<file path="src/logic/md_pkg.sv">
`default_nettype none

package md_pkg;

	// main bus geometry, word addressed
	localparam int VA_W = 23;
	localparam int VD_W = 16;
	localparam int BE_W = 2;

	// top two address bits that map work ram
	localparam logic [1:0] RAM_REGION = 2'b11;

	// audio widths
	// linear fm is offset binary, dac emulation fm is signed
	localparam int FM_W = 9;
	localparam int FM2612_W = 10;
	localparam int PSG_W = 16;
	localparam int MIX_W = 16;
	localparam int MIX2612_W = 18;

	// bus owner
	typedef enum logic {
		ARB_CPU,
		ARB_DMA
	} arb_state_e;

	// block transfer engine
	typedef enum logic [1:0] {
		DMA_IDLE,
		DMA_READ,
		DMA_HOLD,
		DMA_DONE
	} dma_state_e;

endpackage

`default_nettype wire

</file>
<file path="src/logic/cpu_bus_port.sv">
`timescale 1ns/1ps
`default_nettype none

module cpu_bus_port (
	input  wire                      MCLK2,
	input  wire                      arst_n_i,
	input  wire                      cpu_req_i,
	input  wire                      cpu_we_i,
	input  wire [md_pkg::VA_W-1:0]   cpu_addr_i,
	input  wire [md_pkg::BE_W-1:0]   cpu_be_i,
	input  wire [md_pkg::VD_W-1:0]   cpu_wdata_i,
	input  wire                      grant_i,
	input  wire                      bus_ack_i,
	input  wire [md_pkg::VD_W-1:0]   bus_rdata_i,
	output logic                     want_o,
	output logic                     stb_o,
	output logic                     we_o,
	output logic [md_pkg::VA_W-1:0]  addr_o,
	output logic [md_pkg::BE_W-1:0]  be_o,
	output logic [md_pkg::VD_W-1:0]  wdata_o,
	output logic                     cpu_ack_o,
	output logic [md_pkg::VD_W-1:0]  cpu_rdata_o
);

	logic pend_q;
	logic wait_drop_q;
	logic accept;
	logic finish;

	// new request only once the previous one has been released
	assign accept = cpu_req_i & ~pend_q & ~wait_drop_q;
	assign finish = stb_o & bus_ack_i;

	assign want_o = pend_q;
	assign stb_o = pend_q & grant_i;

	always_ff @(posedge MCLK2 or negedge arst_n_i)
	begin
		if (!arst_n_i)
		begin
			pend_q <= 1'b0;
			wait_drop_q <= 1'b0;
			cpu_ack_o <= 1'b0;
		end
		else
		begin
			cpu_ack_o <= finish;
			if (finish)
			begin
				pend_q <= 1'b0;
				wait_drop_q <= 1'b1;
			end
			else if (accept)
				pend_q <= 1'b1;
			else if (wait_drop_q & ~cpu_req_i)
				wait_drop_q <= 1'b0;
		end
	end

	// request fields and returned word
	always_ff @(posedge MCLK2)
	begin
		if (accept)
		begin
			we_o <= cpu_we_i;
			addr_o <= cpu_addr_i;
			be_o <= cpu_be_i;
			wdata_o <= cpu_wdata_i;
		end
		if (finish)
			cpu_rdata_o <= bus_rdata_i;
	end

endmodule

`default_nettype wire

</file>
<file path="config.mk">
export PLATFORM = sky130hd
export DESIGN_NAME = cpu_bus_port
export DESIGN_NICKNAME = d
export VERILOG_FILES = /design/src/logic/md_pkg.sv /design/src/logic/cpu_bus_port.sv
export SDC_FILE = /design/constraint.sdc
export NUM_CORES = 1
export LEC_CHECK = 0
export BUFFER_PORTS_ARGS = -buffer_cell sky130_fd_sc_hd__buf_2
export CAP_MARGIN = 10
export CORE_MARGIN = 4
export CORE_UTILIZATION = 30
export DETAILED_ROUTE_END_ITERATION = 10
export PLACE_DENSITY = 0.59
export SYNTH_ARGS = -nofsm -noshare
export SYNTH_HDL_FRONTEND = slang
export SYNTH_SLANG_ARGS = --single-unit
</file>
<file path="constraint.sdc">
create_clock -name MCLK2 -period 6.11 [get_ports MCLK2]
set_clock_uncertainty 0.1 [all_clocks]
set_input_delay 0 -clock MCLK2 [delete_from_list [all_inputs] [get_ports MCLK2]]
set_output_delay 0 -clock MCLK2 [all_outputs]
set_load 0.03 [all_outputs]
</file>
==> Word level (Yosys, flattened, before mapping) <==
Cells that the tools add are included.
{ "totals": {"regBits": 61, "input_bits": 63, "out_inout_bits": 61, "wordCells": 25} }
{ "op_classes": {"n_eq_ne": 1, "n_mux": 5, "n_bitwise": 8, "reduce_logical": 3} }
{ "op_table": {"columns": ["cell", "n"], "rows": [
  ["1-bit AND", 5],
  ["1-bit 2-to-1 mux", 5],
  ["2-bit nonzero test", 2],
  ["1-bit NOT", 3],
  ["2-bit by 1-bit inequality test with 1-bit output, second input constant", 1],
  ["2-bit AND reduction", 1]
]} }

==> Logic depth before layout (Yosys ltp) <==
{ "depth": {"word_depth": 5, "depth_mapped": 2, "depth_no_buf": 2} }

==> Worst setup path after synthesis <==
OpenSTA, ideal clock, no wires.
{ "synth_path": {"path_kind": "flip-flop to flip-flop", "start": "register pend_q, in the netlist want_o", "end": "register addr_o[0] (netlist name) (enable)", "setup_time_ps": 436, "t_arrival_ps": 2298, "path_slack_ps": 3276, "path_stages_with_launch": 2, "n_path_buf": 0, "synth_period_minus_slack_ps": 2834, "path_cell_list": "dfrtp_1 > nor3b_2"} }
{ "synth_between": {"elab_chain_cells": 3} }
{ "synth_lines": {"columns": ["item", "line_no", "rtl"], "rows": [
  ["start: declaration", "cpu_bus_port.sv:25", "logic pend_q;"],
  ["start signal: assignment", "cpu_bus_port.sv:41", "pend_q <= 1'b0;"],
  ["start signal: assignment", "cpu_bus_port.sv:50", "pend_q <= 1'b0;"],
  ["start signal: assignment", "cpu_bus_port.sv:54", "pend_q <= 1'b1;"],
  ["1-bit NOT", "cpu_bus_port.sv:31", "assign accept = cpu_req_i & ~pend_q & ~wait_drop_q;"],
  ["1-bit AND (2 in a row)", "cpu_bus_port.sv:31", null],
  ["net accept", "cpu_bus_port.sv:27", "logic accept;"],
  ["end signal: assignment", "cpu_bus_port.sv:66", "addr_o <= cpu_addr_i;"],
  ["end: declaration", "cpu_bus_port.sv:18", "output logic [md_pkg::VA_W-1:0] addr_o,"]
]} }
The timed path passes the listed nets, and every way through them passes these cells.
A chain may end at the register's enable or synchronous reset.

==> Worst setup path in the final report <==
{ "layout_path": {"start": "register pend_q, in the netlist want_o", "end": "register wdata_o[12] (netlist name) (enable)"} }
{ "layout_between": {"elab_chain_cells": 3} }
{ "layout_lines": {"columns": ["item", "line_no", "rtl"], "rows": [
  ["1-bit NOT", "cpu_bus_port.sv:31", null],
  ["1-bit AND (2 in a row)", "cpu_bus_port.sv:31", null],
  ["net accept", "cpu_bus_port.sv:27", null],
  ["end signal: assignment", "cpu_bus_port.sv:68", "wdata_o <= cpu_wdata_i;"],
  ["end: declaration", "cpu_bus_port.sv:20", "output logic [md_pkg::VD_W-1:0] wdata_o,"]
]} }
The timed path passes the listed nets, and every way through them passes these cells.

==> results.py <==
metrics = {
    "layout": {
        "layout.nets": 329,
        "multi_input_area_um2": 56.30,
        "n_antenna_cell": 0,
        "fillers": 480,
        "final_cell_mix": "buf_2, dlygate4sd3_1, edfxtp_1, clkbuf_8",
        "mostFrequentLayoutCell": "buf_2",
        "seq_area_um2": 1817,
        "syn_to_final_growth_pct": 82.31,
        "drive_gt1_share_pct": 51.66,
        "utilization_pct": 56.81,
    },
    "sta": {
        "max_freq_mhz": 476.3,
        "slew_viol_final": 0,
        "fin_crit_sh_pct": 34.36,
        "setup_viol": 0,
        "tightest_slew_ps": 897.0,
        "tns_ps": 0,
        "holdWs_ps": 283.7,
        "hold_violations": 0,
        "slew_headroom_pct": 40.13,
        "rsz0062_at_grt": "false",
        "period_minus_slack_ps": 2100,
    },
    "floorplan": {
        "rows": 28,
        "start_util_pct": 31.16,
        "fp.dieArea_um2": 7549,
        "core_um2": 5991,
        "fp.dieW_um": 86.89,
        "io_pins": 124,
        "die_h_um": 86.89,
    },
    "worst_setup_path": {
        "rrSetupSlack_ps": 4010,
        "slowest_stage": "nor3b_4",
        "cp_top_family": "simple AND/OR/NAND/NOR gates",
        "max_stage_delay_ps": 780,
        "path_cells": "nor3b_4, buf_4",
        "critPathLaunchType": "flop",
        "ff2ff_path_depth": 2,
        "end_kind": "flop",
        "path_buf_inv": 1,
        "cp.arrival_ps": 1990,
        "rr_startpoint": "want_o",
        "timing.rr.end": "wdata_o[12]",
        "crit_type": "flop to flop",
        "required_ps": 6000,
        "worstPathMaxFanout": 25,
    },
    "hold_path": {
        "hold_path_class": "input port to flop",
        "min_to": "addr_o[21]",
        "min_path_cells": 2,
        "min_from": "cpu_addr_i[21]",
    },
    "synth": {
        "netlist_instances": 67,
        "synth_area_um2": 1867,
        "syn_area_per_cell_um2": 27.86,
        "synth_nets": 130,
        "synth.top_cell.area_share_pct": 93.30,
        "synth_seq_area_share_pct": 97.32,
        "synth_seq_cells": 61,
        "synth_cell_type_count": 7,
        "yosys.area.top_type": "edfxtp_1",
        "synth_area_leaders": "edfxtp_1, dfrtp_1, a21o_1",
        "ys_warn_count": 0,
    },
    "placement": {
        "hpwl_mm": 3.058,
        "place.gp.congestion": 0.6468,
        "portBuffers": 123,
    },
    "pwr": {
        "switchingPower_mw": 0.3166,
        "leakagePower_nw": 1.455,
        "p_per_area_nw_per_um2": 321.8,
        "power_frac_comb_pct": 22.3,
        "p_int_mw": 0.7785,
        "power_frac_seq_pct": 49.8,
        "clockPowerShare_pct": 27.9,
        "totalPowerFinal_mw": 1.095,
        "irDropWorstVdd_mv": 0.1615,
        "swShare_pct": 28.91,
    },
    "clock_tree": {
        "cts_sinks": 61,
        "cts_buffers": 9,
        "cts_setup_buffers": 0,
        "path_clk_slew_ps": 70,
        "cts_tree": "done",
        "clock_path_buffers": 2,
        "htree_levels": 3,
        "clock_latency_ps": 310,
        "cts_root_buf": "clkbuf_8",
    },
    "detailed_routing": {
        "viasPerCell": 3.965,
        "vias": 1372,
        "first_pass_iters": 4,
        "antenna_left": 0,
        "routed_wl_mm": 4.667,
        "first_iter_violations": 22,
        "wl_per_cell_um": 13.49,
        "drc": 0,
    },
    "global_routing": {
        "grt_use_total_pct": 12.98,
        "antenna_found_initial": 0,
        "grt_max_degree": 26,
        "grt_overflow": 0,
        "grt_pass1_vias": 1561,
        "grt_pass1_wl_mm": 7.265,
    },
    "run": {
        "drv_cap": 0,
    },
    "status": {
        "run_status": "finished, final reports clean",
    },
}
-- logic make-up after synthesis --
group            share of synthesized area [%]
flip-flops                               97.32
AND/OR/NAND/NOR                          1.876
AO/OA/AOI/OAI                           0.8041
-- sequential cells by signal, indices dropped and copies added (netlist names) --
| signal | count |
|---|---|
| addr_o | 23 |
| cpu_rdata_o | 16 |
| wdata_o | 16 |
| be_o | 2 |
| cpu_ack_o | 1 |
| wait_drop_q | 1 |
| want_o | 1 |
| we_o | 1 |
-- worst max-delay path by stage --
stage                      start          end  slack [ps]  cells past startpoint
after global placement    want_o   addr_o[17]        4010                      2
after global routing      want_o    addr_o[0]        3830                      2
after CTS                 want_o  wdata_o[12]        3950                      2
after floorplan           want_o    addr_o[0]        3280                      1
final                     want_o  wdata_o[12]        4010                      2
after detailed placement  want_o    addr_o[6]        3960                      2
-- metal layers --
layer / vias to the layer above / GRT usage (%) / wire length (um)
li1: 666 / - / -
met1: 602 / 15.44 / 1930
met2: 99 / 19.46 / 2025
met3: 5 / 5.676 / 669
met4: 0 / 7.649 / 42
met5: - / 0 / 0
-- timing repair --
| item | CTS | global route |
|---|---|---|
| endpoints found under the hold margin | 64 | 0 |
| hold buffers | 64 | 0 |
| resized for setup | 0 | 0 |
| setup endpoints to repair | 0 | 0 |
-- cell usage after synthesis --
cell and n:
and2_2 1, nand2_1 1, edfxtp_1 58, dfrtp_1 3, a21o_1 2, and3_4 1, nor3b_2 1
-- power groups by stage --
| stage | Clock [mW] | Combinational (mW) | Sequential [mW] |
|---|---|---|---|
| finish | 0.306 | 0.244 | 0.545 |
| global route | 0.340 | 0.259 | 0.551 |
| CTS | 0.320 | 0.246 | 0.546 |
| floorplan | 0 | 0.0327 | 0.658 |
| detailed placement | 0 | 0.216 | 0.554 |
| global placement | 0 | 0.215 | 0.551 |
-- area by class of cell --
class,count,share of cell area [%]
flip-flops and latches,61,53.38
multi-input cells,6,1.654
well taps,75,2.757
repair buffers,188,37.13
clock buffers,14,4.779
clock inverters,2,0.2941
-- metrics by stage --
stage / instance area (um^2) / instances / setup slack (ps)
2_1_floorplan: 1867 / 67 / 3276
3_3_place_gp: 2590 / 266 / 4008
3_5_place_dp: 2590 / 266 / 3965
4_1_cts: 3403 / 346 / 3949
5_1_grt: 3403 / 346 / 3831
6_report: 3403 / 346 / 4010
No activity file was read; power rests on OpenSTA's default activity.
