## src/logic/md_pkg.sv

```systemverilog
`default_nettype none

package md_pkg;

	// main bus geometry, word addressed
	localparam int VA_W = 23;
	localparam int VD_W = 16;
	localparam int BE_W = 2;

	// top two address bits that map work ram
	localparam logic [1:0] RAM_REGION = 2'b11;

	// audio widths
	// linear fm is offset binary, dac emulation fm is signed
	localparam int FM_W = 9;
	localparam int FM2612_W = 10;
	localparam int PSG_W = 16;
	localparam int MIX_W = 16;
	localparam int MIX2612_W = 18;

	// bus owner
	typedef enum logic {
		ARB_CPU,
		ARB_DMA
	} arb_state_e;

	// block transfer engine
	typedef enum logic [1:0] {
		DMA_IDLE,
		DMA_READ,
		DMA_HOLD,
		DMA_DONE
	} dma_state_e;

endpackage

`default_nettype wire

```

## src/logic/bus_fabric.sv

```systemverilog
`timescale 1ns/1ps
`default_nettype none

module bus_fabric (
	input  wire                      MCLK2,
	input  wire                      arst_n_i,
	input  wire                      cpu_grant_i,
	input  wire                      dma_grant_i,
	input  wire                      cpu_stb_i,
	input  wire                      cpu_we_i,
	input  wire [md_pkg::VA_W-1:0]   cpu_addr_i,
	input  wire [md_pkg::BE_W-1:0]   cpu_be_i,
	input  wire [md_pkg::VD_W-1:0]   cpu_wdata_i,
	input  wire                      dma_stb_i,
	input  wire [md_pkg::VA_W-1:0]   dma_addr_i,
	input  wire                      ram_ack_i,
	input  wire [md_pkg::VD_W-1:0]   ram_rdata_i,
	output logic                     ram_sel_o,
	output logic                     ram_we_o,
	output logic [md_pkg::VA_W-1:0]  ram_addr_o,
	output logic [md_pkg::BE_W-1:0]  ram_be_o,
	output logic [md_pkg::VD_W-1:0]  ram_wdata_o,
	output logic                     bus_ack_o,
	output logic [md_pkg::VD_W-1:0]  bus_rdata_o,
	output logic                     bus_busy_o
);

	logic                      own_stb;
	logic                      own_we;
	logic [md_pkg::VA_W-1:0]   own_addr;
	logic [md_pkg::BE_W-1:0]   own_be;
	logic [md_pkg::VD_W-1:0]   own_wdata;
	logic                      in_ram;
	logic                      new_cycle;
	logic                      unmap_ack_q;
	logic [md_pkg::VD_W-1:0]   keeper_q;

	// owner mux
	// engine leg is a fixed full-word read
	always_comb
	begin
		own_stb = 1'b0;
		own_we = 1'b0;
		own_addr = cpu_addr_i;
		own_be = cpu_be_i;
		own_wdata = cpu_wdata_i;
		if (dma_grant_i)
		begin
			own_stb = dma_stb_i;
			own_addr = dma_addr_i;
			own_be = '1;
			own_wdata = '0;
		end
		else if (cpu_grant_i)
		begin
			own_stb = cpu_stb_i;
			own_we = cpu_we_i;
		end
	end

	assign in_ram = (own_addr[md_pkg::VA_W-1 -: 2] == md_pkg::RAM_REGION);

	// strobe stays up through the ack cycle, so only its first cycle counts
	assign new_cycle = own_stb & ~bus_ack_o;

	assign ram_sel_o = new_cycle & in_ram;
	assign ram_we_o = own_we;
	assign ram_addr_o = own_addr;
	assign ram_be_o = own_be;
	assign ram_wdata_o = own_wdata;

	assign bus_ack_o = ram_ack_i | unmap_ack_q;
	assign bus_rdata_o = ram_ack_i ? ram_rdata_i : keeper_q;
	assign bus_busy_o = own_stb | bus_ack_o;

	always_ff @(posedge MCLK2 or negedge arst_n_i)
	begin
		if (!arst_n_i)
		begin
			unmap_ack_q <= 1'b0;
			keeper_q <= '0;
		end
		else
		begin
			unmap_ack_q <= new_cycle & ~in_ram;
			// bus holds the last word driven onto it
			if (new_cycle & own_we)
				keeper_q <= own_wdata;
			else if (ram_ack_i & ~own_we)
				keeper_q <= ram_rdata_i;
		end
	end

endmodule

`default_nettype wire

```

## config.mk

```make
export PLATFORM = sky130hd
export DESIGN_NAME = bus_fabric
export DESIGN_NICKNAME = d
export VERILOG_FILES = /design/src/logic/md_pkg.sv /design/src/logic/bus_fabric.sv
export SDC_FILE = /design/constraint.sdc
export NUM_CORES = 1
export LEC_CHECK = 0
export CORE_AREA = 2 2 57 59
export CTS_CLUSTER_SIZE = 30
export DETAILED_ROUTE_END_ITERATION = 12
export DIE_AREA = 0 0 59 61
export DONT_BUFFER_PORTS = 1
export HOLD_SLACK_MARGIN = 0.08
export PLACE_DENSITY_LB_ADDON = 0.25
export SYNTH_ARGS = -nofsm -noshare
export SYNTH_HDL_FRONTEND = slang
export SYNTH_SLANG_ARGS = --single-unit
```

## constraint.sdc

```tcl
create_clock -name MCLK2 -period 1.5 [get_ports MCLK2]
set_input_delay 0.075 -clock MCLK2 [delete_from_list [all_inputs] [get_ports MCLK2]]
set_output_delay 0.075 -clock MCLK2 [all_outputs]
set_load 0.02 [all_outputs]
```

Word level (Yosys, flattened, before mapping):

Index checks and enable logic that the tools add are counted.

* mux-type cells: 10
* equal/unequal tests: 1
* reductions and logical operators: 1
* bitwise operators: 10

Operators by type and width (number)
* 16-bit 2-to-1 mux: 4
* 23-bit 2-to-1 mux: 1
* 1-bit bitwise AND: 5
* 1-bit 2-to-1 mux: 4
* 1-bit inverter: 3
* 2-bit equality test (second input constant): 1
* 2-bit 2-to-1 mux: 1
* 1-bit OR: 2
* 2-bit nonzero test: 1

* word-level logic and storage cells: 24
* input port bits: 88
* register bits: 17
* output and inout bits: 61

Logic depth before layout (Yosys ltp):

* word-level depth: 6
* gate-level depth with buffers: 6
* mapped depth without buffers: 4

Worst setup path before layout:

No wires, ideal clock.

* kind: reg2reg
* start point: reg unmap_ack_q
* end point: reg keeper_q[10] (netlist bit)
* required time: 1374 ps
* library setup time: 126 ps
* stages on the path, launching flop included: 4
* path slack: 13 ps
* path buffers: 0
* clock period less this slack: 1487 ps
* data arrival time: 1361 ps
* cells stage by stage: dfrtp_1 -> or3b_4 -> mux2_4 -> a221o_1

* cells in the longest elaborated chain, start to end: 5
* elaborated cells on any way between the ends: 6
* those cells by class: 1 x mux; 4 x bitwise; 1 x reduce/logical

Ends and longest elaborated chain
* start: declaration: RTL line bus_fabric.sv:35 `logic unmap_ack_q;`
* start signal: assignment: RTL line bus_fabric.sv:85 `unmap_ack_q <= new_cycle & ~in_ram;`
* 1-bit OR (*): RTL line bus_fabric.sv:72 `assign bus_ack_o = ram_ack_i | unmap_ack_q;`
* 1-bit inverter (*): RTL line bus_fabric.sv:64 `assign new_cycle = own_stb & ~bus_ack_o;`
* 1-bit bitwise AND (*): RTL line bus_fabric.sv:64
* 1-bit bitwise AND (*): RTL line bus_fabric.sv:87 `if (new_cycle & own_we)`
* 16-bit 2-to-1 mux / 2-bit nonzero test (equally long branches)
* end signal: assignment: RTL line bus_fabric.sv:88 `keeper_q <= own_wdata;`
* end signal: assignment: RTL line bus_fabric.sv:90 `keeper_q <= ram_rdata_i;`
* end: declaration: RTL line bus_fabric.sv:36 `logic [md_pkg::VD_W-1:0] keeper_q;`

Every way passes the cells marked *; elsewhere a longest branch is shown, timed or not.
A chain may end at the register's enable or synchronous reset.

Worst setup path after layout:

Ends and elaborated chain as after synthesis.

==> results.json <==
{
  "outcome": "finished clean",
  "slew_viol_final": 0,
  "detail-route-antenna-nets": 0,
  "die_w_um": 59,
  "fmax_ghz": 0.6707,
  "critPathLaunchType": "register",
  "r2r_start": "unmap_ack_q",
  "nets": 255,
  "drt_iter0_markers": 34,
  "cts-root-buf": "clkbuf_4",
  "htreeDepth": 1,
  "diodes": 0,
  "cts_tree": "yes",
  "wire_per_inst_um": 23.06,
  "hold_start": "dma_stb_i",
  "crit_path_end_kind": "register",
  "portBuffers": 0,
  "antenna_found_initial": 0,
  "yosys_warnings": 0,
  "netlist_area_um2": 1465,
  "hold_viol": 0,
  "criticalPathCategory": "register to register",
  "start_util_pct": 49.62,
  "cts_buffers": 3,
  "fin_tns_setup_ps": 0,
  "ys_seq_area_share_pct": 29.04,
  "synth_nets": 222,
  "maxCapViolCount": 0,
  "peakVddDrop_uv": 262.5,
  "layout.cells.non_filler": 199,
  "rsz0062_at_grt": "true",
  "cts_setup_buffers": 0,
  "syn_avg_cell_area_um2": 10.93,
  "vias_per_cell": 6.382,
  "clk_latency_ps": 280,
  "relSlewSlack_pct": 45.82,
  "period_share_pct": 99.40,
  "clock_path_buffers": 2,
  "worstHoldEndpoint": "unmap_ack_q",
  "setup_viol": 0,
  "dp_hpwl_um": 3137,
  "ios": 149,
  "cts.reportedPaths.clkPinSlew_ps": 100,
  "grt_pass1_wl_um": 6465,
  "required_ps": 1670,
  "cp.arrival_ps": 1670,
  "firstDrtPassIters": 4,
  "synthCells": 134,
  "detail_route.wirelength_um": 4589,
  "cp_max_fo": 3,
  "hold_path_class": "primary input to register",
  "rows": 20,
  "ys_ff_latch": 17,
  "post-place-ws_ps": -22.26,
  "dieArea_um2": 3599,
  "finalWeightedCongestion": 0.6728,
  "dp.cells": 162,
  "core-area_um2": 2953,
  "design_area_um2": 1861,
  "p_leak_nw": 0.7302,
  "cts.sinks": 17,
  "grt_max_degree": 47,
  "r2r_end": "keeper_q[10]",
  "drc": 0,
  "gr-usage-all-layers_pct": 23.92,
  "r2r_slack_ps": 9,
  "vias": 1270,
  "grt_pass1_vias": 1304,
  "die_h_um": 61,
  "fin_crit_ps": 1491,
  "hold_depth": 2,
  "area_delta_synth_final_pct": 26.99,
  "reg2reg_depth": 3,
  "grt_overflow": 0,
  "postPlaceCellArea_um2": 1496,
  "layout-drive-gt1-share_pct": 40.36,
  "p_per_area_nw_per_um2": 713.1,
  "fin_ws_ps": 9.066,
  "clock_skew_ps": 3.375,
  "max_slew.worst_pin.slew_ps": 810.1,
  "synth.distinct_cells": 32
}
through the flow:
stage                     total power [mW]  hold WS [ps]  utilization, %
after detailed placement             1.009        -220.2           50.68
after CTS                            1.339         86.94           62.75
after global placement               1.003        -220.2           50.68
after floorplan                     0.9776        -220.6               -
final                                1.327         108.7           63.01
after global routing                 1.391         131.4           63.01
timing repair:
item                                    in CTS  in global routing
pin swaps                                    4                  0
hold buffers                                33                  0
endpoints found under the hold margin       34                  0
resized for setup                            0                  2
endpoints found under the setup margin       3                  4
area by class of cell:
| type | instances | area, um^2 |
|---|---|---|
| Inverter | 3 | 16.27 |
| Sequential cell | 17 | 425.4 |
| Tap cell | 33 | 41.29 |
| Fill cell | 266 | 1092 |
| Multi-Input combinational cell | 103 | 975.9 |
| Timing Repair Buffer | 39 | 375.4 |
| Clock buffer | 4 | 26.28 |
worst max-delay path by stage:
stage	startpoint	endpoint	slack, ps	cells after the start
after floorplan	unmap_ack_q	keeper_q[10]	10	3
after global placement	unmap_ack_q	keeper_q[9]	0.3	3
after detailed placement	unmap_ack_q	keeper_q[15]	-20	3
after CTS	unmap_ack_q	keeper_q[10]	9	3
after global routing	unmap_ack_q	keeper_q[9]	-20	3
final	unmap_ack_q	keeper_q[10]	9	3
state kept, by name, indices dropped and copies added, names as in the netlist:
register / flops
keeper_q: 16
unmap_ack_q: 1
where the power goes:
| part | internal [mW] | switching, mW | total (mW) |
|---|---|---|---|
| sequential | 0.510 | 0.0296 | 0.540 |
| clock | 0.103 | 0.138 | 0.241 |
| combinational | 0.248 | 0.299 | 0.546 |
kinds of logic (layout without fill, tap and decap cells):
| logic type | count (synthesis) | in the layout | share of synthesized area (%) |
|---|---|---|---|
| muxes | 40 | 40 | 31.77 |
| DFF | 17 | 17 | 29.04 |
| buffers and inverters | 14 | 46 | 4.868 |
| and+or+nand+nor | 44 | 44 | 20.84 |
| AOI/OAI and AO/OA | 19 | 19 | 13.49 |
layer usage:
metal / share of wire (%) / global-route usage (%)
met5: 0 / 0
met4: 1.1 / 6.818
met3: 7.7 / 2.559
met2: 57 / 48.89
met1: 34 / 25.52
layout by cell type, fill, tap and decap left out, types with 2 or more instances in the layout:
| cell | synthesis | routed |
|---|---|---|
| or2_2 | 2 | 2 |
| mux2_2 | 38 | 38 |
| or3_1 | 13 | 13 |
| o221a_2 | 3 | 3 |
| a221o_1 | 3 | 3 |
| nor2b_1 | 14 | 14 |
| o221a_1 | 10 | 10 |
| clkbuf_4 | 0 | 3 |
| dlygate4sd3_1 | 0 | 33 |
| and2b_2 | 3 | 3 |
| dfrtp_1 | 17 | 17 |
| buf_4 | 1 | 6 |
| and3_2 | 2 | 2 |
worst max-delay path, cell delays in order, from the launching register on:
cell,delay [ps]
dfrtp_1,400
or3b_4,390
mux2_4,280
a221o_1,310
cell usage after synthesis:
master     n  area (um^2)
buf_6      1        11.26
nor2b_1   14        87.58
or3_1     13        81.33
clkbuf_1   7        26.28
o221a_1   10        112.6
a32oi_1    1        8.760
and3_1     1        6.260
nor2_1     1        3.750
mux2i_4    1        22.52
dfrtp_1   17        425.4
nand3b_4   1        20.02
and3_2     2        15.01
and3b_2    1        10.01
mux2_4     1        15.01
inv_1      1        3.750
inv_2      1        3.750
nor3_1     1        5.000
and2b_2    3        26.28
a21oi_1    1        5.000
buf_2      2        10.01
buf_4      1        7.510
mux2_2    38        427.9
or2_2      2        12.51
nand3_1    1        5.000
a21o_1     1        7.510
a221o_1    3        30.03
inv_6      1        8.760
and4_2     1        10.01
or3b_4     1        11.26
nand2_1    1        3.750
o221a_2    3        33.78
nor3b_1    1        7.510
(Power assumes the default switching activity.)
