File: config.mk
export PLATFORM = sky130hd
export DESIGN_NAME = audio_mixer
export DESIGN_NICKNAME = d
export VERILOG_FILES = /design/src/logic/md_pkg.sv /design/src/logic/audio_mixer.sv
export SDC_FILE = /design/constraint.sdc
export NUM_CORES = 1
export LEC_CHECK = 0
export BUFFER_PORTS_ARGS = -buffer_cell sky130_fd_sc_hd__buf_2
export CAP_MARGIN = 30
export CORE_MARGIN = 3
export CORE_UTILIZATION = 54
export DETAILED_ROUTE_END_ITERATION = 16
export PLACE_DENSITY = 0.86
export SYNTH_ARGS = -nofsm -noshare
export SYNTH_HDL_FRONTEND = slang
export SYNTH_SLANG_ARGS = --single-unit
File: constraint.sdc
create_clock -name MCLK2 -period 0.88 [get_ports MCLK2]
set_input_delay 0.044 -clock MCLK2 [delete_from_list [all_inputs] [get_ports MCLK2]]
set_output_delay 0.044 -clock MCLK2 [all_outputs]
set_load 0.03 [all_outputs]
File: src/logic/md_pkg.sv
`default_nettype none

package md_pkg;

	// main bus geometry, word addressed
	localparam int VA_W = 23;
	localparam int VD_W = 16;
	localparam int BE_W = 2;

	// top two address bits that map work ram
	localparam logic [1:0] RAM_REGION = 2'b11;

	// audio widths
	// linear fm is offset binary, dac emulation fm is signed
	localparam int FM_W = 9;
	localparam int FM2612_W = 10;
	localparam int PSG_W = 16;
	localparam int MIX_W = 16;
	localparam int MIX2612_W = 18;

	// bus owner
	typedef enum logic {
		ARB_CPU,
		ARB_DMA
	} arb_state_e;

	// block transfer engine
	typedef enum logic [1:0] {
		DMA_IDLE,
		DMA_READ,
		DMA_HOLD,
		DMA_DONE
	} dma_state_e;

endpackage

`default_nettype wire

File: src/logic/audio_mixer.sv
`timescale 1ns/1ps
`default_nettype none

module audio_mixer (
	input  wire                           MCLK2,
	input  wire                           arst_n_i,
	input  wire [md_pkg::FM_W-1:0]        fm_l_i,
	input  wire [md_pkg::FM_W-1:0]        fm_r_i,
	input  wire [md_pkg::FM2612_W-1:0]    fm2612_l_i,
	input  wire [md_pkg::FM2612_W-1:0]    fm2612_r_i,
	input  wire [md_pkg::PSG_W-1:0]       psg_i,
	output logic [md_pkg::MIX_W-1:0]      mix_l_o,
	output logic [md_pkg::MIX_W-1:0]      mix_r_o,
	output logic [md_pkg::MIX2612_W-1:0]  mix2612_l_o,
	output logic [md_pkg::MIX2612_W-1:0]  mix2612_r_o
);

	// (fm - 256) * 64 + psg
	function automatic logic [md_pkg::MIX_W-1:0] mix_lin(
		input logic [md_pkg::FM_W-1:0]  fm,
		input logic [md_pkg::PSG_W-1:0] psg
	);
		logic [md_pkg::FM_W-1:0] fm_s;
		// offset binary to two's complement is a flip of the top bit
		fm_s = {~fm[md_pkg::FM_W-1], fm[md_pkg::FM_W-2:0]};
		return {fm_s[md_pkg::FM_W-1], fm_s, 6'd0} + psg;
	endfunction

	// fm * 192 + psg, built as *128 plus *64
	function automatic logic [md_pkg::MIX2612_W-1:0] mix_dac(
		input logic [md_pkg::FM2612_W-1:0] fm,
		input logic [md_pkg::PSG_W-1:0]    psg
	);
		return {fm[md_pkg::FM2612_W-1], fm, 7'd0} +
			{{2{fm[md_pkg::FM2612_W-1]}}, fm, 6'd0} + {2'd0, psg};
	endfunction

	always_ff @(posedge MCLK2 or negedge arst_n_i)
	begin
		if (!arst_n_i)
		begin
			mix_l_o <= '0;
			mix_r_o <= '0;
			mix2612_l_o <= '0;
			mix2612_r_o <= '0;
		end
		else
		begin
			mix_l_o <= mix_lin(fm_l_i, psg_i);
			mix_r_o <= mix_lin(fm_r_i, psg_i);
			mix2612_l_o <= mix_dac(fm2612_l_i, psg_i);
			mix2612_r_o <= mix_dac(fm2612_r_i, psg_i);
		end
	end

endmodule

`default_nettype wire

==> results.sh, run 1 <==
export IMPL_initial_core_util_pct=56.39
export IMPL_firstError="[ERROR DPL-0038] Utilization greater than 100%, impossible to legalize"
export IMPL_cts_made_buffers=5
export IMPL_gp_congestion=0.8461
export IMPL_endpoint_type="register input"
export IMPL_synth_top_area_share_pct=37.26
export IMPL_root_buffer="clkbuf_8"
export IMPL_port_buffers=123
export IMPL_yosysUniqueCellTypes=35
export IMPL_outcome="aborted with a tool error"
export IMPL_synth_edf_count=0
export IMPL_pre_cts_ws_ns=-1.358
export IMPL_dpl_hpwl_microns=7440
export IMPL_yosysSeqAreaShare_pct=37.26
export IMPL_synth_async_reset_ratio_pct=100.0
export IMPL_netlist_area_sq_um=3358
export IMPL_synth_warnings=0
export IMPL_die_w_microns=84.86
export IMPL_synthCells=288
export IMPL_io_pin_count=124
export IMPL_worstEndpointGrtRepair="mix2612_l_o[15]$_DFF_PN0_/D"
export IMPL_ys_flop_type="dfrtp_1"
export IMPL_lastStage="5_1_grt"
export IMPL_die_y_microns=84.86
export IMPL_clkSinkCount=50
export IMPL_yosysTopAreaCell="dfrtp_1"
export IMPL_syn_num_nets=404
export IMPL_cts_buffer_depth=2
export IMPL_grt_max_degree=51
export IMPL_num_rows=28
export IMPL_cts_htree_levels=2
export IMPL_syn_avg_cell_area_sq_um=11.66
export IMPL_synth_area_leaders="dfrtp_1, ha_1, fa_1, xnor2_1, buf_4"
export IMPL_synth_seq_cells=50
[per-stage QoR]
stage / area, sq um / utilization, % / instances
3_5_place_dp: 4726 / 79.35 / 541
4_1_cts: 5538 / 92.98 / 567
2_1_floorplan: 3591 / - / 288
3_3_place_gp: 4726 / 79.35 / 541
[repair_timing]
action | 4_1_cts
endpoints found under the setup margin | 99
pin swaps | 33
endpoints found under the hold margin | 58
hold buffers | 9
resized for setup | 168
buffers inserted | 9
[Yosys cell counts, drive strengths merged (2+ instances only)]
cell,number
o211ai,2
or3,2
xor2,9
buf,18
or2,2
xnor2,27
inv,20
ha,38
a21o,7
a31oi,2
nor3,3
nand3,10
o221ai,2
dfrtp,50
fa,22
nand2b,3
a21oi,20
nor2b,2
a2111oi,2
and3,8
and2,2
nor2,6
nand2,7
o21bai,6
o21ai,11
[cell families after synthesis]
kind of cell	Yosys count	synth area share, %
compound gates	58	12.22
xor+xnor	36	9.389
fa+ha+maj	60	27.27
buf+inv	38	6.259
flops	50	37.26
simple gates	46	7.601
==> run 2: changes to the inputs <==
CORE_UTILIZATION = 40   (was 54)
PLACE_DENSITY = default   (was 0.86)
PLACE_DENSITY_LB_ADDON = 0.15   (was default)
==> results.sh, run 2 <==
export IMPL_outcome="finished with violations"
export IMPL_violations="negative hold slack, negative setup slack"
export IMPL_switching_share_pct=39.01
export IMPL_dp_cells=570
export IMPL_hold_viol=2
export IMPL_die_w_microns=97.63
export IMPL_synth_adder_area_share_pct=27.27
export IMPL_routed_via_density=4.898
export IMPL_synthMuxAreaShare_pct=0
export IMPL_cts_buffer_depth=2
export IMPL_critPathMaxStageDelay_ns=0.48
export IMPL_netSwitchingPower_mw=4.610
export IMPL_min_delay_path_depth=2
export IMPL_crit_arrival_ns=2.01
export IMPL_crit_top_cell="inv_2"
export IMPL_placed_cell_area_sq_um=4775
export IMPL_postRouteAntennaNets=0
export IMPL_cts_tree="built"
export IMPL_yosysSeqAreaShare_pct=37.26
export IMPL_fillers=487
export IMPL_worstPathRequired_ns=1.08
export IMPL_clkSlewWorstSetupHoldPaths_ns=0.10
export IMPL_yosysMostFrequentCell="dfrtp_1"
export IMPL_ctsHoldBuffers=9
export IMPL_dpl_hpwl_microns=6775
export IMPL_min_period_ns=1.810
export IMPL_worstSetupPathType="primary input to register"
export IMPL_synth_simple_gate_area_share_pct=7.601
export IMPL_layout_setup_ws_ns=-0.9295
export IMPL_register_area_sq_um=1259
export IMPL_diodes=0
export IMPL_finalMaxSlewViolations=0
export IMPL_grt_overflow=0
export IMPL_synth_async_reset_ratio_pct=100.0
export IMPL_holdCritPathClass="primary input to register"
export IMPL_ir_worst_vdd_v=0.001403
export IMPL_clkSinkCount=50
export IMPL_max_slew_margin_pct=75.34
export IMPL_antenna_found_initial=0
export IMPL_die_y_microns=97.63
export IMPL_cts_htree_levels=2
export IMPL_initial_core_util_pct=42.36
export IMPL_critical_path_slowest_cell="fa_1"
export IMPL_design_core_area_sq_um=7928
export IMPL_cp_end_kind="register"
export IMPL_combPwrFrac_pct=58.0
export IMPL_min_period_over_period_pct=205.6
export IMPL_cp_start_kind="primary input"
export IMPL_min_from="psg_i[6]"
export IMPL_dr_total_vias=2973
export IMPL_ys_flop_type="dfrtp_1"
export IMPL_final_cell_mix="buf_6, buf_4, dfrtp_1"
export IMPL_pwr_share_seq_pct=27.4
export IMPL_path_buf_inv=5
export IMPL_holdWs_ns=-0.04693
export IMPL_layout_drive_gt1_share_pct=61.19
export IMPL_synth_top_family_by_area="adder cells"
export IMPL_nNetsFinal=620
export IMPL_synthCells=288
export IMPL_port_buffers=123
export IMPL_finalSetupViolations=78
export IMPL_cellPowerDensity_nw_per_um2=1946
export IMPL_wl_per_cell_microns=16.33
export IMPL_syn_avg_cell_area_sq_um=11.66
export IMPL_grt_pass1_vias=3223
export IMPL_syn_num_nets=404
export IMPL_tns_ns=-22.09
export IMPL_yosysUniqueCellTypes=35
export IMPL_root_buffer="clkbuf_8"
export IMPL_fmax_mhz=552.6
export IMPL_pre_cts_ws_ns=-1.295
export IMPL_gp_congestion=0.8540
export IMPL_tightest_slew_ns=0.3699
export IMPL_synth_warnings=0
export IMPL_first_iter_violations=70
export IMPL_final_instance_count_excl_fill=607
export IMPL_yosys_top_cells_count="dfrtp_1, ha_1, xnor2_1, fa_1"
export IMPL_final_common_cell="buf_6"
export IMPL_num_rows=32
export IMPL_yosysTopAreaCell="dfrtp_1"
export IMPL_path_max_fanout=3
export IMPL_io_pin_count=124
export IMPL_synth_compound_area_share_pct=12.22
export IMPL_cp_startpoint="fm2612_l_i[0]"
export IMPL_synth_seq_cells=50
export IMPL_area_growth_pct=80.81
export IMPL_largest_register_ff_count=16
export IMPL_p_leak_nw=2.824
export IMPL_synth_edf_count=0
export IMPL_drt_total_wl_microns=9914
export IMPL_synth_area_leaders="dfrtp_1, ha_1, fa_1, xnor2_1, buf_4"
export IMPL_total_power_mw=11.82
export IMPL_dieArea_sq_um=9531
export IMPL_synth_top_area_share_pct=37.26
export IMPL_grt_pass1_wl_microns=15420
export IMPL_rsz0062_at_grt="true"
export IMPL_drc=0
export IMPL_clockPowerShare_pct=14.6
export IMPL_cp_top_family="adder cells"
export IMPL_top_register="mix_r_o"
export IMPL_grt_max_degree=51
export IMPL_design_area_sq_um=6072
export IMPL_cts_made_buffers=5
export IMPL_cap_viol_max_count=0
export IMPL_synth_xor_area_share_pct=9.389
export IMPL_fin_util_pct=76.59
export IMPL_crit_cells=13
export IMPL_multiInputGateArea_sq_um=2435
export IMPL_p_int_mw=7.206
export IMPL_cp_cell_sequence="buf_8 > inv_8 > fa_1 > inv_2 > ha_4 > inv_2 > fa_2 > nor2b_1 > o21a_1 > a31o_4 > buf_6 > o221ai_2 > xnor2_1"
export IMPL_netlist_area_sq_um=3358
export IMPL_largest_registers="mix_r_o x16, mix2612_l_o x12, mix2612_r_o x12"
export IMPL_dr_pass1_iters=4
export IMPL_grt_usage_pct=19.85
[run 2: final cells by class]
type                       count  share of cell area, %
timing repair buffer         227                  33.59
tap                          102                  2.102
sequential                    50                  20.73
multi-input combinational    200                  40.10
clock inverter                 3                 0.7830
clock buffer                   5                  1.133
inverter                      20                  1.566
[run 2: layer usage]
layer	wire (microns)	track usage [%]
met5	0	0
met4	72	3.301
met3	500	4.307
met2	5464	37.27
met1	3876	23.40
[run 2: cells by family (layout without fill, tap and decap cells)]
| family | count (synthesis) | after routing |
|---|---|---|
| XOR/XNOR | 36 | 36 |
| AO/OA/AOI/OAI | 58 | 58 |
| AND/OR/NAND/NOR | 46 | 46 |
| adder cells (fa/ha/maj) | 60 | 60 |
| flip-flops | 50 | 50 |
| buffers and inverters | 38 | 255 |
[run 2: timing repair]
| action | CTS | global route |
|---|---|---|
| setup endpoints to repair | 101 | 100 |
| gates resized for setup | 189 | 56 |
| setup buffers | 11 | 11 |
| endpoints found under the hold margin | 60 | 2 |
| pin swaps | 37 | 36 |
| gates cloned | 0 | 0 |
[run 2: power by group through the flow]
stage | Sequential [mW] | Clock, mW | Combinational [mW]
5_1_grt | 3.30 | 1.86 | 7.30
4_1_cts | 3.24 | 1.78 | 6.22
3_5_place_dp | 3.10 | 0 | 5.08
2_1_floorplan | 4.38 | 0 | 1.93
3_3_place_gp | 3.11 | 0 | 5.01
6_report | 3.24 | 1.73 | 6.85
[run 2: worst paths after layout]
kind	endpoint	slack, ns
setup / recovery	mix2612_l_o[17]	-0.93
hold / removal	mix2612_l_o[6]	-0.05
max in group asynchronous	mix_r_o[1]	0.39
min in group asynchronous	mix_l_o[6]	0.25
Note: power is estimated with default switching activity, not from simulation.
==> run 3: changes to the inputs <==
CORE_UTILIZATION = 47   (was 40)
TNS_END_PERCENT = 30   (was default)
==> results.sh, run 3 (synthesis results as in run 2) <==
export IMPL_min_period_over_period_pct=207.1
export IMPL_p_leak_nw=2.594
export IMPL_cp_start_kind="primary input"
export IMPL_hold_viol=1
export IMPL_combPwrFrac_pct=52.7
export IMPL_top_register="mix_r_o"
export IMPL_first_iter_violations=58
export IMPL_num_rows=30
export IMPL_min_from="psg_i[6]"
export IMPL_drc=0
export IMPL_largest_registers="mix_r_o x16, mix2612_l_o x12, mix2612_r_o x12"
export IMPL_nNetsFinal=608
export IMPL_clockPowerShare_pct=18.7
export IMPL_dieArea_sq_um=8196
export IMPL_cap_viol_max_count=0
export IMPL_cts_tree="built"
export IMPL_grt_max_degree=51
export IMPL_ir_worst_vdd_v=0.001060
export IMPL_tightest_slew_ns=0.3789
export IMPL_cp_end_kind="register"
export IMPL_largest_register_ff_count=16
export IMPL_antenna_found_initial=0
export IMPL_placed_cell_area_sq_um=4557
export IMPL_fin_util_pct=78.65
export IMPL_pwr_share_seq_pct=28.6
export IMPL_layout_setup_ws_ns=-0.9421
export IMPL_fmax_mhz=548.8
export IMPL_dr_pass1_iters=4
export IMPL_grt_use_met2_pct=38.17
export IMPL_final_common_cell="buf_2"
export IMPL_busiest_layer="met2"
export IMPL_netSwitchingPower_mw=4.212
export IMPL_drt_total_wl_microns=8814
export IMPL_gp_congestion=0.8118
export IMPL_grt_pass1_wl_microns=14170
export IMPL_holdCritPathClass="primary input to register"
export IMPL_min_period_ns=1.822
export IMPL_finalMaxSlewViolations=0
export IMPL_cp_cell_sequence="buf_8 > inv_8 > fa_1 > inv_1 > ha_2 > inv_2 > fa_2 > nor2b_1 > o21a_1 > a31o_4 > buf_4 > nor2_2 > xnor2_1"
export IMPL_cts_made_buffers=5
export IMPL_switching_share_pct=39.12
export IMPL_gr_usage_met1_pct=27.22
export IMPL_design_core_area_sq_um=6869
export IMPL_root_buffer="clkbuf_8"
export IMPL_use_met3_pct=3.333
export IMPL_diodes=0
export IMPL_total_power_mw=10.77
export IMPL_crit_arrival_ns=2.02
export IMPL_clkSlewWorstSetupHoldPaths_ns=0.09
export IMPL_io_pin_count=124
export IMPL_finalSetupViolations=92
export IMPL_wl_per_cell_microns=14.96
export IMPL_final_instance_count_excl_fill=589
export IMPL_max_slew_margin_pct=74.74
export IMPL_pre_cts_ws_ns=-1.331
export IMPL_clkSinkCount=50
export IMPL_initial_core_util_pct=48.89
export IMPL_grt_usage_pct=21.40
export IMPL_dp_cells=559
export IMPL_postRouteAntennaNets=0
export IMPL_grt_overflow=0
export IMPL_tns_ns=-18.98
export IMPL_die_w_microns=90.53
export IMPL_routed_via_density=4.866
export IMPL_critPathMaxStageDelay_ns=0.45
export IMPL_min_delay_path_depth=2
export IMPL_worstPathRequired_ns=1.08
export IMPL_critical_path_slowest_cell="fa_1"
export IMPL_p_int_mw=6.554
export IMPL_cts_buffer_depth=2
export IMPL_path_max_fanout=3
export IMPL_outcome="finished with violations"
export IMPL_worstSetupPathType="primary input to register"
export IMPL_violations="negative hold slack, negative setup slack"
export IMPL_cts_htree_levels=2
export IMPL_dr_total_vias=2866
export IMPL_design_area_sq_um=5403
export IMPL_cellPowerDensity_nw_per_um2=1993
export IMPL_area_growth_pct=60.88
export IMPL_dpl_hpwl_microns=6078
export IMPL_ctsHoldBuffers=10
export IMPL_final_cell_mix="buf_2, buf_4, dfrtp_1"
export IMPL_rsz0062_at_grt="true"
export IMPL_die_y_microns=90.53
export IMPL_port_buffers=123
export IMPL_holdPathEnd="mix2612_l_o[6]"
export IMPL_layout_drive_gt1_share_pct=56.39
export IMPL_holdWs_ns=-0.03286
export IMPL_grt_pass1_vias=2940
## run 3: cell types whose count changed in the layout (fill, tap and decap cells not counted), moves of 3 or more
| cell | change |
|---|---|
| xor2_1 | +3 |
| xnor2_1 | +3 |
| xor2_2 | -3 |
| buf_6 | -75 |
| buf_4 | -4 |
| dfrtp_1 | +6 |
| dfrtp_2 | -6 |
| buf_8 | -3 |
| buf_2 | +67 |
| xnor2_2 | -3 |
## run 3: critical path: cells and delay by family
kind | cells | cell delay [ns]
compound gates | 2 | 0.38
simple gates | 2 | 0.15
fa+ha+maj | 3 | 0.97
xor+xnor | 1 | 0.12
buf+inv | 5 | 0.36
## run 3: final cells by class
class	count	area, sq um
multi-input cells	200	2303
repair buffers	215	1493
flip-flops and latches	50	1251
well taps	96	120.1
clock buffers	6	82.58
inverters	20	92.59
fillers	428	1466
clock inverters	2	60.06
## run 3: power groups by stage
stage | clock network, mW | registers, mW | logic, mW
after floorplan | 0 | 4.38 | 1.84
after global placement | 0 | 3.12 | 4.80
after detailed placement | 0 | 3.11 | 4.89
after CTS | 2.04 | 3.07 | 5.36
after global routing | 2.12 | 3.14 | 6.10
final | 2.01 | 3.08 | 5.68
## run 3: what timing repair did
item / 4_1_cts / 5_1_grt
setup buffers: 11 / 3
setup endpoints to repair: 101 / 100
endpoints found under the hold margin: 60 / 1
pin swaps: 53 / 49
resized for setup: 66 / 36
## run 3: how the worst max path moves through the flow
stage	cells past startpoint	slack (ns)	startpoint	to
6_report	13	-0.94	fm2612_l_i[0]	mix2612_l_o[13]
5_1_grt	12	-1.03	fm2612_l_i[0]	mix2612_l_o[17]
4_1_cts	12	-0.93	fm2612_l_i[0]	mix2612_l_o[15]
3_5_place_dp	12	-1.33	fm2612_l_i[0]	mix2612_l_o[15]
3_3_place_gp	11	-1.28	fm2612_r_i[1]	mix2612_r_o[17]
2_1_floorplan	11	-1.05	fm2612_l_i[0]	mix2612_l_o[15]
## run 3: metal layers
| layer | up-vias | part of all wire (%) | wire [microns] |
|---|---|---|---|
| li1 | 1388 | - | - |
| met1 | 1369 | 41 | 3595 |
| met2 | 97 | 53 | 4652 |
| met3 | 12 | 5.0 | 441 |
| met4 | 0 | 1.4 | 125 |
| met5 | - | 0 | 0 |
